`config.mk`:
```
export PLATFORM = sky130hd
export DESIGN_NAME = gpio_top
export DESIGN_NICKNAME = d
export VERILOG_FILES = /design/src/source/gpio_pkg.sv /design/src/source/gpio_bus_bridge.sv /design/src/source/gpio_irq.sv /design/src/source/gpio_regs.sv /design/src/source/gpio_sync.sv /design/src/source/gpio_top.sv
export VERILOG_INCLUDE_DIRS = /design/src /design/src/source
export SDC_FILE = /design/constraint.sdc
export NUM_CORES = 1
export LEC_CHECK = 0
export BUFFER_PORTS_ARGS = -buffer_cell sky130_fd_sc_hd__buf_2
export CAP_MARGIN = 25
export CORE_MARGIN = 2
export CORE_UTILIZATION = 50
export CTS_BUF_LIST = sky130_fd_sc_hd__clkbuf_8
export CTS_CLUSTER_DIAMETER = 80
export DETAILED_ROUTE_END_ITERATION = 16
export PLACE_DENSITY_LB_ADDON = 0.25
export SYNTH_ARGS = -nofsm -noshare
export SYNTH_HDL_FRONTEND = slang
export SYNTH_SLANG_ARGS = --single-unit
```
`constraint.sdc`:
```
create_clock -name clk -period 8.3 [get_ports clk]
set_input_delay 0.415 -clock clk [delete_from_list [all_inputs] [get_ports clk]]
set_output_delay 0.415 -clock clk [all_outputs]
set_load 0.02 [all_outputs]
```
`src/source/gpio_settings.svh`:
```
//////////////////////////////////////////////////////////////////////
// build-time sizes of the GPIO block: pin count, sync depth, bus widths
//////////////////////////////////////////////////////////////////////

`ifndef GPIO_SETTINGS_SVH
`define GPIO_SETTINGS_SVH

// number of GPIO pins, 1 to 32, not above the bus data width
`define GPIO_WIDTH 16

// input synchronizer depth, at least 2 flops
`define GPIO_SYNC_STAGES 2

// system bus widths
`define GPIO_BUS_DAT 32  // data
`define GPIO_BUS_ADR 5   // byte address, top 3 bits pick the word register

`endif

```
`src/source/gpio_pkg.sv`:
```
//////////////////////////////////////////////////////////////////////
// GPIO register map: register index type and register count
//////////////////////////////////////////////////////////////////////

package gpio_pkg;

    // word register count in the map
    localparam int GPIO_REG_NUM = 8;

    // register index, address bits [4:2]
    typedef enum logic [2:0] {
        REG_OE      = 3'd0,  // output enable
        REG_OD      = 3'd1,  // output data
        REG_IE      = 3'd2,  // input enable
        REG_ID      = 3'd3,  // input data, read only
        REG_IRQ_ENA = 3'd4,  // irq enable
        REG_IRQ_MOD = 3'd5,  // irq mode (0 level, 1 edge)
        REG_IRQ_POL = 3'd6,  // irq polarity (0 low/falling, 1 high/rising)
        REG_IRQ_STS = 3'd7   // irq status, write 1 to clear
    } gpio_reg_e;

endpackage

```
`src/source/gpio_bus_bridge.sv`:
```
//////////////////////////////////////////////////////////////////////
// bus bridge: request split into register strobes, registered response
//////////////////////////////////////////////////////////////////////

`timescale 1ns/100ps

`include "gpio_settings.svh"

module gpio_bus_bridge (
    input  logic                     clk,
    input  logic                     rst,
    // system bus
    input  logic                     req_vld,  // one cycle request strobe
    input  logic                     req_wen,  // 1 write, 0 read
    input  logic [`GPIO_BUS_ADR-1:0] req_adr,  // byte address
    input  logic [`GPIO_BUS_DAT-1:0] req_wdt,
    output logic                     rsp_vld,  // one cycle after req_vld
    output logic [`GPIO_BUS_DAT-1:0] rsp_rdt,  // 0 for writes
    // register bank
    output logic                     reg_wen,
    output logic                     reg_ren,
    output gpio_pkg::gpio_reg_e      reg_idx,
    output logic [`GPIO_BUS_DAT-1:0] reg_wdt,
    input  logic [`GPIO_BUS_DAT-1:0] reg_rdt
);

    localparam int IDX_W = $clog2(gpio_pkg::GPIO_REG_NUM);  // word index bits

    //////////////////////////////////////////////////////////////////////
    // request decode
    //////////////////////////////////////////////////////////////////////

    assign reg_wen = req_vld &  req_wen;
    assign reg_ren = req_vld & ~req_wen;
    assign reg_idx = gpio_pkg::gpio_reg_e'(req_adr[IDX_W+1:2]);  // byte offset dropped
    assign reg_wdt = req_wdt;

    //////////////////////////////////////////////////////////////////////
    // response
    //////////////////////////////////////////////////////////////////////

    always_ff @(posedge clk, posedge rst) begin
        if (rst) begin
            rsp_vld <= 1'b0;
        end else begin
            rsp_vld <= req_vld;  // fixed 1 cycle latency
        end
    end

    // data only loaded on a request
    always_ff @(posedge clk) begin
        if (req_vld) begin
            rsp_rdt <= reg_ren ? reg_rdt : '0;  // writes answer with 0
        end
    end

endmodule

```
`src/source/gpio_irq.sv`:
```
//////////////////////////////////////////////////////////////////////
// GPIO interrupt unit: level/edge detect, sticky status, irq output
//////////////////////////////////////////////////////////////////////

`timescale 1ns/100ps

`include "gpio_settings.svh"

module gpio_irq (
    input  logic                   clk,
    input  logic                   rst,
    input  logic [`GPIO_WIDTH-1:0] in_dat,   // synchronized inputs
    input  logic [`GPIO_WIDTH-1:0] irq_ena,  // per-bit enable
    input  logic [`GPIO_WIDTH-1:0] irq_mod,  // 0 level, 1 edge
    input  logic [`GPIO_WIDTH-1:0] irq_pol,  // 0 low/falling, 1 high/rising
    input  logic [`GPIO_WIDTH-1:0] sts_clr,  // write-1-to-clear vector
    output logic [`GPIO_WIDTH-1:0] irq_sts,  // status read back
    output logic                   irq       // combined request
);

    logic [`GPIO_WIDTH-1:0] irq_val;  // active value per bit
    logic [`GPIO_WIDTH-1:0] irq_dly;  // previous active value, edge bits only
    logic [`GPIO_WIDTH-1:0] irq_ris;  // rise into active polarity
    logic [`GPIO_WIDTH-1:0] irq_edg;  // sticky edge flags

    //////////////////////////////////////////////////////////////////////
    // active value
    //////////////////////////////////////////////////////////////////////

    // 1 when the pin sits at its active polarity
    // enable applied early, disabled bits never toggle downstream
    assign irq_val = ~(in_dat ^ irq_pol) & irq_ena;

    // delay only the edge mode bits
    always_ff @(posedge clk, posedge rst) begin
        if (rst) begin
            irq_dly <= '0;
        end else begin
            irq_dly <= irq_val & irq_mod;
        end
    end

    assign irq_ris = irq_val & ~irq_dly & irq_mod;  // one direction only

    //////////////////////////////////////////////////////////////////////
    // sticky edge status
    //////////////////////////////////////////////////////////////////////

    always_ff @(posedge clk, posedge rst) begin
        if (rst) begin
            irq_edg <= '0;
        end else begin
            // set term last, a fresh edge beats a clear on the same bit
            irq_edg <= (irq_edg & ~sts_clr) | irq_ris;
        end
    end

    // level bits show the live value, edge bits the sticky flag
    assign irq_sts = (irq_val & ~irq_mod) | (irq_edg & irq_mod & irq_ena);

    //////////////////////////////////////////////////////////////////////
    // combined request
    //////////////////////////////////////////////////////////////////////

    always_ff @(posedge clk, posedge rst) begin
        if (rst) begin
            irq <= 1'b0;
        end else begin
            irq <= |irq_sts;  // registered, glitch free
        end
    end

endmodule

```
`src/source/gpio_regs.sv`:
```
//////////////////////////////////////////////////////////////////////
// GPIO register bank: config registers, write decode, read mux, pads
//////////////////////////////////////////////////////////////////////

`timescale 1ns/100ps

`include "gpio_settings.svh"

module gpio_regs (
    input  logic                    clk,
    input  logic                    rst,
    // register strobes from the bridge
    input  logic                    reg_wen,   // write strobe
    input  logic                    reg_ren,   // read strobe
    input  gpio_pkg::gpio_reg_e     reg_idx,   // register index
    input  logic [`GPIO_BUS_DAT-1:0] reg_wdt,  // write data
    output logic [`GPIO_BUS_DAT-1:0] reg_rdt,  // read data, combinational
    // pads
    output logic [`GPIO_WIDTH-1:0]  gpio_out,  // output data register
    output logic [`GPIO_WIDTH-1:0]  gpio_oe,   // output enable register
    // synchronizer
    output logic [`GPIO_WIDTH-1:0]  in_ena,    // input enable register
    input  logic [`GPIO_WIDTH-1:0]  in_dat,    // synchronized inputs
    // interrupt unit
    output logic [`GPIO_WIDTH-1:0]  irq_ena,
    output logic [`GPIO_WIDTH-1:0]  irq_mod,
    output logic [`GPIO_WIDTH-1:0]  irq_pol,
    output logic [`GPIO_WIDTH-1:0]  sts_clr,   // status clear pulse
    input  logic [`GPIO_WIDTH-1:0]  irq_sts
);

    localparam int DW = `GPIO_BUS_DAT;
    localparam int GW = `GPIO_WIDTH;

    // pins must fit in one bus word
    if (GW > DW) begin : gen_width_err
        $error("GPIO width %0d exceeds bus data width %0d", GW, DW);
    end

    logic [GW-1:0] wdt;  // write data cut to pin width

    assign wdt = reg_wdt[GW-1:0];

    //////////////////////////////////////////////////////////////////////
    // write decode
    //////////////////////////////////////////////////////////////////////

    always_ff @(posedge clk, posedge rst) begin
        if (rst) begin
            gpio_oe  <= '0;
            gpio_out <= '0;
            in_ena   <= '0;
            irq_ena  <= '0;
            irq_mod  <= '0;
            irq_pol  <= '0;
        end else if (reg_wen) begin
            case (reg_idx)
                gpio_pkg::REG_OE:      gpio_oe  <= wdt;
                gpio_pkg::REG_OD:      gpio_out <= wdt;
                gpio_pkg::REG_IE:      in_ena   <= wdt;
                gpio_pkg::REG_IRQ_ENA: irq_ena  <= wdt;
                gpio_pkg::REG_IRQ_MOD: irq_mod  <= wdt;
                gpio_pkg::REG_IRQ_POL: irq_pol  <= wdt;
                // REG_ID read only, REG_IRQ_STS goes to sts_clr
                default: ;
            endcase
        end
    end

    // write 1 to clear, only during a status write
    assign sts_clr = (reg_wen && reg_idx == gpio_pkg::REG_IRQ_STS) ? wdt : '0;

    //////////////////////////////////////////////////////////////////////
    // read mux
    //////////////////////////////////////////////////////////////////////

    // zero extended to bus width
    // held at 0 between reads to keep the read path quiet
    always_comb begin
        reg_rdt = '0;
        if (reg_ren) begin
            case (reg_idx)
                gpio_pkg::REG_OE:      reg_rdt = DW'(gpio_oe);
                gpio_pkg::REG_OD:      reg_rdt = DW'(gpio_out);
                gpio_pkg::REG_IE:      reg_rdt = DW'(in_ena);
                gpio_pkg::REG_ID:      reg_rdt = DW'(in_dat);
                gpio_pkg::REG_IRQ_ENA: reg_rdt = DW'(irq_ena);
                gpio_pkg::REG_IRQ_MOD: reg_rdt = DW'(irq_mod);
                gpio_pkg::REG_IRQ_POL: reg_rdt = DW'(irq_pol);
                gpio_pkg::REG_IRQ_STS: reg_rdt = DW'(irq_sts);
                default:               reg_rdt = '0;
            endcase
        end
    end

endmodule

```
`src/source/gpio_sync.sv`:
```
//////////////////////////////////////////////////////////////////////
// GPIO input synchronizer with per-bit input enable
//////////////////////////////////////////////////////////////////////

`timescale 1ns/100ps

`include "gpio_settings.svh"

module gpio_sync (
    input  logic                   clk,
    input  logic                   rst,
    input  logic [`GPIO_WIDTH-1:0] gpio_in,  // asynchronous pad inputs
    input  logic [`GPIO_WIDTH-1:0] in_ena,   // input enable register
    output logic [`GPIO_WIDTH-1:0] in_dat    // synchronized, masked
);

    localparam int STAGES = `GPIO_SYNC_STAGES;

    // depth check at elaboration
    if (STAGES < 2) begin : gen_depth_err
        $error("gpio_sync needs at least 2 stages, got %0d", STAGES);
    end

    logic [STAGES-1:0][`GPIO_WIDTH-1:0] sync_q;  // [0] is the metastable stage

    //////////////////////////////////////////////////////////////////////
    // shift chain
    //////////////////////////////////////////////////////////////////////

    always_ff @(posedge clk, posedge rst) begin
        if (rst) begin
            sync_q <= '0;
        end else begin
            // unused pins park at 0, chain stays quiet
            sync_q[0] <= gpio_in & in_ena;
            for (int i = 1; i < STAGES; i++) begin
                sync_q[i] <= sync_q[i-1];
            end
        end
    end

    // disabling a bit takes effect at once, no chain flush wait
    assign in_dat = sync_q[STAGES-1] & in_ena;

endmodule

```
`src/source/gpio_top.sv`:
```
//////////////////////////////////////////////////////////////////////
// GPIO peripheral top: bridge, register bank, synchronizer, irq unit
//////////////////////////////////////////////////////////////////////

`timescale 1ns/100ps

`include "gpio_settings.svh"

module gpio_top (
    input  logic                     clk,
    input  logic                     rst,
    // system bus
    input  logic                     req_vld,
    input  logic                     req_wen,
    input  logic [`GPIO_BUS_ADR-1:0] req_adr,
    input  logic [`GPIO_BUS_DAT-1:0] req_wdt,
    output logic                     rsp_vld,
    output logic [`GPIO_BUS_DAT-1:0] rsp_rdt,
    // pads
    input  logic [`GPIO_WIDTH-1:0]   gpio_in,
    output logic [`GPIO_WIDTH-1:0]   gpio_out,
    output logic [`GPIO_WIDTH-1:0]   gpio_oe,
    // interrupt
    output logic                     irq
);

    // bridge to register bank
    logic                     reg_wen;
    logic                     reg_ren;
    gpio_pkg::gpio_reg_e      reg_idx;
    logic [`GPIO_BUS_DAT-1:0] reg_wdt;
    logic [`GPIO_BUS_DAT-1:0] reg_rdt;

    // register bank to sync and irq
    logic [`GPIO_WIDTH-1:0]   in_ena;
    logic [`GPIO_WIDTH-1:0]   in_dat;
    logic [`GPIO_WIDTH-1:0]   irq_ena;
    logic [`GPIO_WIDTH-1:0]   irq_mod;
    logic [`GPIO_WIDTH-1:0]   irq_pol;
    logic [`GPIO_WIDTH-1:0]   sts_clr;
    logic [`GPIO_WIDTH-1:0]   irq_sts;

    gpio_bus_bridge u_bridge (
        .clk     (clk),
        .rst     (rst),
        .req_vld (req_vld),
        .req_wen (req_wen),
        .req_adr (req_adr),
        .req_wdt (req_wdt),
        .rsp_vld (rsp_vld),
        .rsp_rdt (rsp_rdt),
        .reg_wen (reg_wen),
        .reg_ren (reg_ren),
        .reg_idx (reg_idx),
        .reg_wdt (reg_wdt),
        .reg_rdt (reg_rdt)
    );

    gpio_regs u_regs (
        .clk      (clk),
        .rst      (rst),
        .reg_wen  (reg_wen),
        .reg_ren  (reg_ren),
        .reg_idx  (reg_idx),
        .reg_wdt  (reg_wdt),
        .reg_rdt  (reg_rdt),
        .gpio_out (gpio_out),
        .gpio_oe  (gpio_oe),
        .in_ena   (in_ena),
        .in_dat   (in_dat),
        .irq_ena  (irq_ena),
        .irq_mod  (irq_mod),
        .irq_pol  (irq_pol),
        .sts_clr  (sts_clr),
        .irq_sts  (irq_sts)
    );

    gpio_sync u_sync (
        .clk     (clk),
        .rst     (rst),
        .gpio_in (gpio_in),
        .in_ena  (in_ena),
        .in_dat  (in_dat)
    );

    gpio_irq u_irq (
        .clk     (clk),
        .rst     (rst),
        .in_dat  (in_dat),   // straight from the synchronizer
        .irq_ena (irq_ena),
        .irq_mod (irq_mod),
        .irq_pol (irq_pol),
        .sts_clr (sts_clr),
        .irq_sts (irq_sts),
        .irq     (irq)
    );

endmodule

```
After elaboration in Yosys (flattened, before gate mapping)
Index checks and enable logic that the tools add are counted.
{"block": "op_classes", "n_bitwise": 20, "reduce_logical": 9, "n_eq_ne": 7, "muxes": 2}
{"op": "32-bit case mux with 8 select lines", "n": 1}
{"op": "16-bit AND", "n": 10}
{"op": "16-bit inverter", "n": 4}
{"op": "16-bit OR", "n": 2}
{"op": "16-bit 2-to-1 mux", "n": 1}
{"op": "16-bit OR reduction", "n": 1}
{"op": "16-bit bitwise XOR", "n": 1}
{"op": "3-bit == test, second input constant", "n": 4}
{"op": "2-bit AND reduction", "n": 6}
{"op": "3-bit by 2-bit == test with 1-bit output, second input constant", "n": 2}
{"op": "3-bit by 1-bit == test with 1-bit output, second input constant", "n": 1}
{"op": "3-bit zero test", "n": 1}
{"op": "1-bit AND", "n": 2}
{"op": "1-bit logical AND", "n": 1}
{"op": "1-bit inverter", "n": 1}
{"block": "word_totals", "regBits": 194, "elab_cells": 51, "inputBits": 57}

Longest topological paths before layout
{"block": "logic_depth", "ltp_word": 7, "ltp_mapped": 8}

Cells and area by module
A second synthesis with hierarchy kept.
{"block": "hier_totals", "cells_unflattened": 759, "hier_area_um2": 9127.5}
{"module": "gpio_regs", "cells_each": 433, "n_inst": 1, "area_each_um2": 5014.8, "seq_area_each_um2": 2402.3}
{"module": "gpio_bus_bridge", "cells_each": 109, "n_inst": 1, "area_each_um2": 1575.3, "seq_area_each_um2": 985.9}
{"module": "gpio_irq", "cells_each": 152, "n_inst": 1, "area_each_um2": 1532.7, "seq_area_each_um2": 825.8}
{"module": "gpio_sync", "cells_each": 65, "n_inst": 1, "area_each_um2": 1004.7, "seq_area_each_um2": 800.8}

Least setup slack after synthesis
No wires, ideal clock.
{"block": "synth_timing", "path_type": "input to register", "startpoint": "input port req_adr[3]", "endpoint": "register u_bridge.rsp_rdt[10] (data pin)", "setup_slack_ns": 6.445, "stages": 7, "arrival_ns": 1.593, "setup_ns": 0.262, "n_path_buf": 3, "required_time_ns": 8.038, "cell_sequence": "buf_2 > buf_2 > buf_4 > mux2i_1 > o2bb2ai_1 > a221oi_1 > nor2_1"}
{"block": "synth_via", "elab_chain_cells": 2, "word_cells_on_any_way": 9}
{"element": "from (decl)", "line_no": "gpio_top.sv:15", "text": "input logic [`GPIO_BUS_ADR-1:0] req_adr,"}
{"element": "3-bit == test (tied with other cells)", "line_no": "gpio_regs.sv:82", "text": "case (reg_idx)"}
{"element": "32-bit case mux with 8 select lines *", "line_no": "gpio_regs.sv:82"}
{"element": "to (signal assigned)", "line_no": "gpio_bus_bridge.sv:53", "text": "rsp_rdt <= reg_ren ? reg_rdt : '0;"}
{"element": "to (decl)", "line_no": "gpio_bus_bridge.sv:18", "text": "output logic [`GPIO_BUS_DAT-1:0] rsp_rdt,"}
Every way passes the cells marked *; elsewhere a longest branch is shown, timed or not. The select of a mux whose other input is x is not followed.
A chain may end at the register's enable or synchronous reset.

Worst setup path after layout
{"block": "layout_timing", "startpoint": "input port req_adr[2]", "endpoint": "register u_regs.gpio_out[6]"}
{"block": "layout_via", "elab_chain_cells": 2}
{"element": "3-bit by 1-bit == test with 1-bit output", "line_no": "gpio_regs.sv:57", "text": "case (reg_idx)"}
{"element": "2-bit AND reduction (no source line)"}
{"element": "to (signal assigned)", "line_no": "gpio_regs.sv:59", "text": "gpio_pkg::REG_OD: gpio_out <= wdt;"}
{"element": "to (decl)", "line_no": "gpio_regs.sv:19", "text": "output logic [`GPIO_WIDTH-1:0] gpio_out,"}
Every way passes these cells.

==> run_summary.xml <==
<?xml version="1.0" encoding="UTF-8"?>
<metrics>
  <group name="run_status">
    <metric name="result_of_the_run" unit="">finished, final reports clean</metric>
  </group>
  <group name="sta">
    <metric name="drv_slew" unit="">0</metric>
    <metric name="tightestPinTransition" unit="ns">1.03</metric>
    <metric name="rsz0062_at_grt" unit="">false</metric>
    <metric name="fin_worst_skew" unit="ns">0.0195</metric>
    <metric name="setup_viol" unit="">0</metric>
    <metric name="hold_ws" unit="ns">0.0609</metric>
    <metric name="post-route-worst-setup-slack" unit="ns">5.17</metric>
    <metric name="layout_min_cycle_time" unit="ns">3.13</metric>
    <metric name="layout_worst_path_cycle_share" unit="%">37.7</metric>
    <metric name="achievable-frequency" unit="MHz">319</metric>
    <metric name="worst_slew_margin_rel" unit="%">31.4</metric>
    <metric name="final_hold_viol_count" unit="">0</metric>
    <metric name="timing.setup.tns" unit="ns">0</metric>
  </group>
  <group name="routing">
    <metric name="totalWireLength" unit="mm">19.3</metric>
    <metric name="vias_per_cell" unit="">5.73</metric>
    <metric name="drcViolationCount" unit="">0</metric>
    <metric name="wl_per_cell" unit="um">19.5</metric>
    <metric name="vias" unit="">5671</metric>
    <metric name="firstDrtPassIters" unit="">5</metric>
    <metric name="detailedRoute.firstIterationViolations" unit="">429</metric>
    <metric name="detail_route_antenna_nets" unit="">0</metric>
  </group>
  <group name="floorplan">
    <metric name="die_y" unit="um">131</metric>
    <metric name="core_area" unit="um2">15800</metric>
    <metric name="i_o_pin_count" unit="">123</metric>
    <metric name="initial_core_util" unit="%">50.8</metric>
    <metric name="rows" unit="">46</metric>
    <metric name="die_x" unit="um">131</metric>
    <metric name="fp.dieArea" unit="um2">17000</metric>
  </group>
  <group name="setup_path">
    <metric name="worstPathArrival" unit="ns">3.48</metric>
    <metric name="worst_setup_path_end_kind" unit="">register</metric>
    <metric name="critical_path_peak_fanout" unit="">38</metric>
    <metric name="worst_ep_required_time" unit="ns">8.65</metric>
    <metric name="cp-start-kind" unit="">primary input</metric>
    <metric name="worstRegToRegCells" unit="">4</metric>
    <metric name="criticalPathCategory" unit="">in -&gt; reg</metric>
  </group>
  <group name="power_and_ir_drop">
    <metric name="ir_drop" unit="mV">0.146</metric>
    <metric name="power_density" unit="nW/um2">261</metric>
    <metric name="leakage" unit="uW">0.00413</metric>
  </group>
  <group name="synth">
    <metric name="synth.avg_cell_area" unit="um2">11.8</metric>
    <metric name="post_synthesis_instance_total" unit="">681</metric>
    <metric name="count_of_flip_flops_with_a_built_in_enable_after_synthesis" unit="">16</metric>
    <metric name="synth.ff_latch_count" unit="">178</metric>
    <metric name="share_of_the_yosys_chip_area_belonging_to_registers" unit="%">56.7</metric>
    <metric name="syn_area" unit="um2">8000</metric>
    <metric name="async_flop_share" unit="%">91.0</metric>
    <metric name="dominantRegCellSynth" unit="">sky130_fd_sc_hd__dfrtp_1</metric>
    <metric name="yosys_warnings" unit="">0</metric>
    <metric name="synth_cell_type_count" unit="">40</metric>
  </group>
  <group name="placement">
    <metric name="hpwl" unit="mm">12.1</metric>
    <metric name="placement.cell_area" unit="um2">8550</metric>
    <metric name="port-buffer-count" unit="">88</metric>
    <metric name="post-place-ws" unit="ns">4.73</metric>
    <metric name="globalplace.congestion" unit="">0.859</metric>
  </group>
  <group name="cells_and_area">
    <metric name="final_layout_size_suffix_gt1_share" unit="%">25.8</metric>
    <metric name="area_added_between_synthesis_and_finish" unit="%">12.6</metric>
    <metric name="finalInstanceArea" unit="um2">9020</metric>
    <metric name="nets" unit="">818</metric>
    <metric name="insertedDiodeCount" unit="">0</metric>
  </group>
  <group name="global_routing">
    <metric name="grt_start_max_net_pins" unit="">84</metric>
    <metric name="grt_first_pass_wirelength" unit="mm">30.6</metric>
    <metric name="globalRouteTotalUtil" unit="%">24.0</metric>
    <metric name="global_route.overflow_total" unit="">0</metric>
    <metric name="number_of_antenna_violations_at_the_first_check_in_global_routing" unit="">0</metric>
    <metric name="vias_in_the_first_global_route" unit="">5724</metric>
  </group>
  <group name="hold_path">
    <metric name="worstHoldPathType" unit="">in -&gt; async</metric>
  </group>
  <group name="flow_run">
    <metric name="drv.max_cap_violation_count" unit="">0</metric>
  </group>
  <group name="clocking">
    <metric name="cts_hold_buf" unit="">0</metric>
    <metric name="ctsLongestPathBuffers" unit="">2</metric>
    <metric name="cts-root-buf" unit="">sky130_fd_sc_hd__clkbuf_8</metric>
    <metric name="cts_max_level" unit="">4</metric>
    <metric name="post_cts_buffers" unit="">0</metric>
    <metric name="cts_repair_resize_count" unit="">0</metric>
    <metric name="worstSkewPairLatency" unit="ns">0.47</metric>
    <metric name="clk_pin_slew_worst_paths" unit="ns">0.08</metric>
    <metric name="clock_sink_count" unit="">178</metric>
    <metric name="numCtsBuffers" unit="">17</metric>
    <metric name="cts_tree" unit="">built</metric>
  </group>
</metrics>
## cell usage after synthesis (2+ instances only)
cell type,number,share of area [%]
sky130_fd_sc_hd__nand2_1,67,3.1
sky130_fd_sc_hd__a22o_1,16,1.8
sky130_fd_sc_hd__clkbuf_1,13,0.61
sky130_fd_sc_hd__and3b_1,16,1.8
sky130_fd_sc_hd__nor2_1,15,0.70
sky130_fd_sc_hd__o41ai_1,16,1.8
sky130_fd_sc_hd__nor4_1,4,0.31
sky130_fd_sc_hd__nor3_1,16,1.0
sky130_fd_sc_hd__nand3_1,16,1.0
sky130_fd_sc_hd__o2bb2ai_1,15,1.6
sky130_fd_sc_hd__inv_1,49,2.3
sky130_fd_sc_hd__a221oi_1,31,3.4
sky130_fd_sc_hd__mux2i_1,31,3.9
sky130_fd_sc_hd__nor2b_1,2,0.16
sky130_fd_sc_hd__mux2_2,65,9.1
sky130_fd_sc_hd__edfxtp_1,16,6.0
sky130_fd_sc_hd__buf_1,2,0.094
sky130_fd_sc_hd__nor4b_2,2,0.38
sky130_fd_sc_hd__buf_2,11,0.69
sky130_fd_sc_hd__buf_6,3,0.42
sky130_fd_sc_hd__o21ai_0,47,2.9
sky130_fd_sc_hd__and2_1,16,1.3
sky130_fd_sc_hd__buf_4,19,1.8
sky130_fd_sc_hd__a21boi_0,16,1.5
sky130_fd_sc_hd__dfrtp_1,162,51
## sequential cells by signal, indices dropped and copies added (netlist names)
| signal | count |
|---|---|
| u_regs.gpio_oe | 16 |
| u_irq.irq_edg | 16 |
| u_irq.irq | 1 |
| u_bridge.rsp_rdt | 16 |
| u_bridge.rsp_vld | 1 |
| u_regs.in_ena | 16 |
| u_regs.irq_ena | 16 |
| u_regs.irq_pol | 16 |
| u_irq.irq_dly | 16 |
| u_regs.irq_mod | 16 |
| u_sync.sync_q | 32 |
| u_regs.gpio_out | 16 |
## worst max-delay path, stage by stage
cell and delay, ns:
sky130_fd_sc_hd__buf_2 0.73, sky130_fd_sc_hd__and2b_1 0.89, sky130_fd_sc_hd__nor3b_4 0.73, sky130_fd_sc_hd__buf_4 0.34, sky130_fd_sc_hd__mux2_2 0.36
## power by group
part | internal (uW) | leakage [uW] | switching [uW]
Clock | 332 | 0.000229 | 325
Sequential | 1060 | 0.00214 | 139
Combinational | 218 | 0.00176 | 283
Total | 1610 | 0.00413 | 748
## area by class of cell
cell class / instances / area (um2)
sequential: 178 / 4530
clock inverter: 15 / 204
timing repair buffer: 95 / 513
tap: 216 / 270
multi-input combinational: 420 / 3070
clock buffer: 17 / 234
inverter: 49 / 189
fill: 1316 / 6750
## cells in the final DEF (no fill, tap or decap), types with 17 or more instances in the layout
master	instances
sky130_fd_sc_hd__mux2i_1	31
sky130_fd_sc_hd__mux2_2	65
sky130_fd_sc_hd__buf_2	88
sky130_fd_sc_hd__nand2_1	67
sky130_fd_sc_hd__clkbuf_8	17
sky130_fd_sc_hd__o21ai_0	47
sky130_fd_sc_hd__inv_1	50
sky130_fd_sc_hd__dfrtp_1	162
sky130_fd_sc_hd__a221oi_1	31
## worst paths after layout
kind / start / endpoint / slack, ns
min in group clk: gpio_in[13] / u_sync.sync_q[13] / 0.15
hold reg to reg: u_sync.sync_q[12] / u_sync.sync_q[28] / 0.36
setup reg to reg: u_regs.irq_pol[9] / u_bridge.rsp_rdt[9] / 6.45
hold / removal: rst / u_regs.gpio_oe[6] / 0.06
setup / recovery: req_adr[2] / u_regs.gpio_out[6] / 5.17
max in group asynchronous: rst / u_sync.sync_q[30] / 7.16
## stage by stage
stage,instances,util (%),power [uW]
2_1_floorplan,696,-,1540
3_3_place_gp,957,54.2,1680
3_5_place_dp,957,54.2,1700
4_1_cts,989,57.0,2360
5_1_grt,990,57.2,2480
6_report,990,57.2,2350
## metal layers
| metal | GRT usage, % | vias to the layer above | wire length, um |
|---|---|---|---|
| met1 | 33.2 | 2865 | 8620 |
| met4 | 9.26 | 0 | 456 |
| met5 | 0 | - | 0 |
| met2 | 37.0 | 183 | 9180 |
| met3 | 5.66 | 37 | 1010 |
| li1 | - | 2586 | - |
## logic make-up (layout without fill, tap and decap cells)
group,after synthesis,in the layout,share of synthesized area (%)
flops,178,178,56.7
simple gates,164,164,11.1
compound gates,144,144,13.2
buf+inv,98,176,5.96
mux,96,96,13.0
other cells,1,16,0.0469
Power figures use the tool's default switching activity.
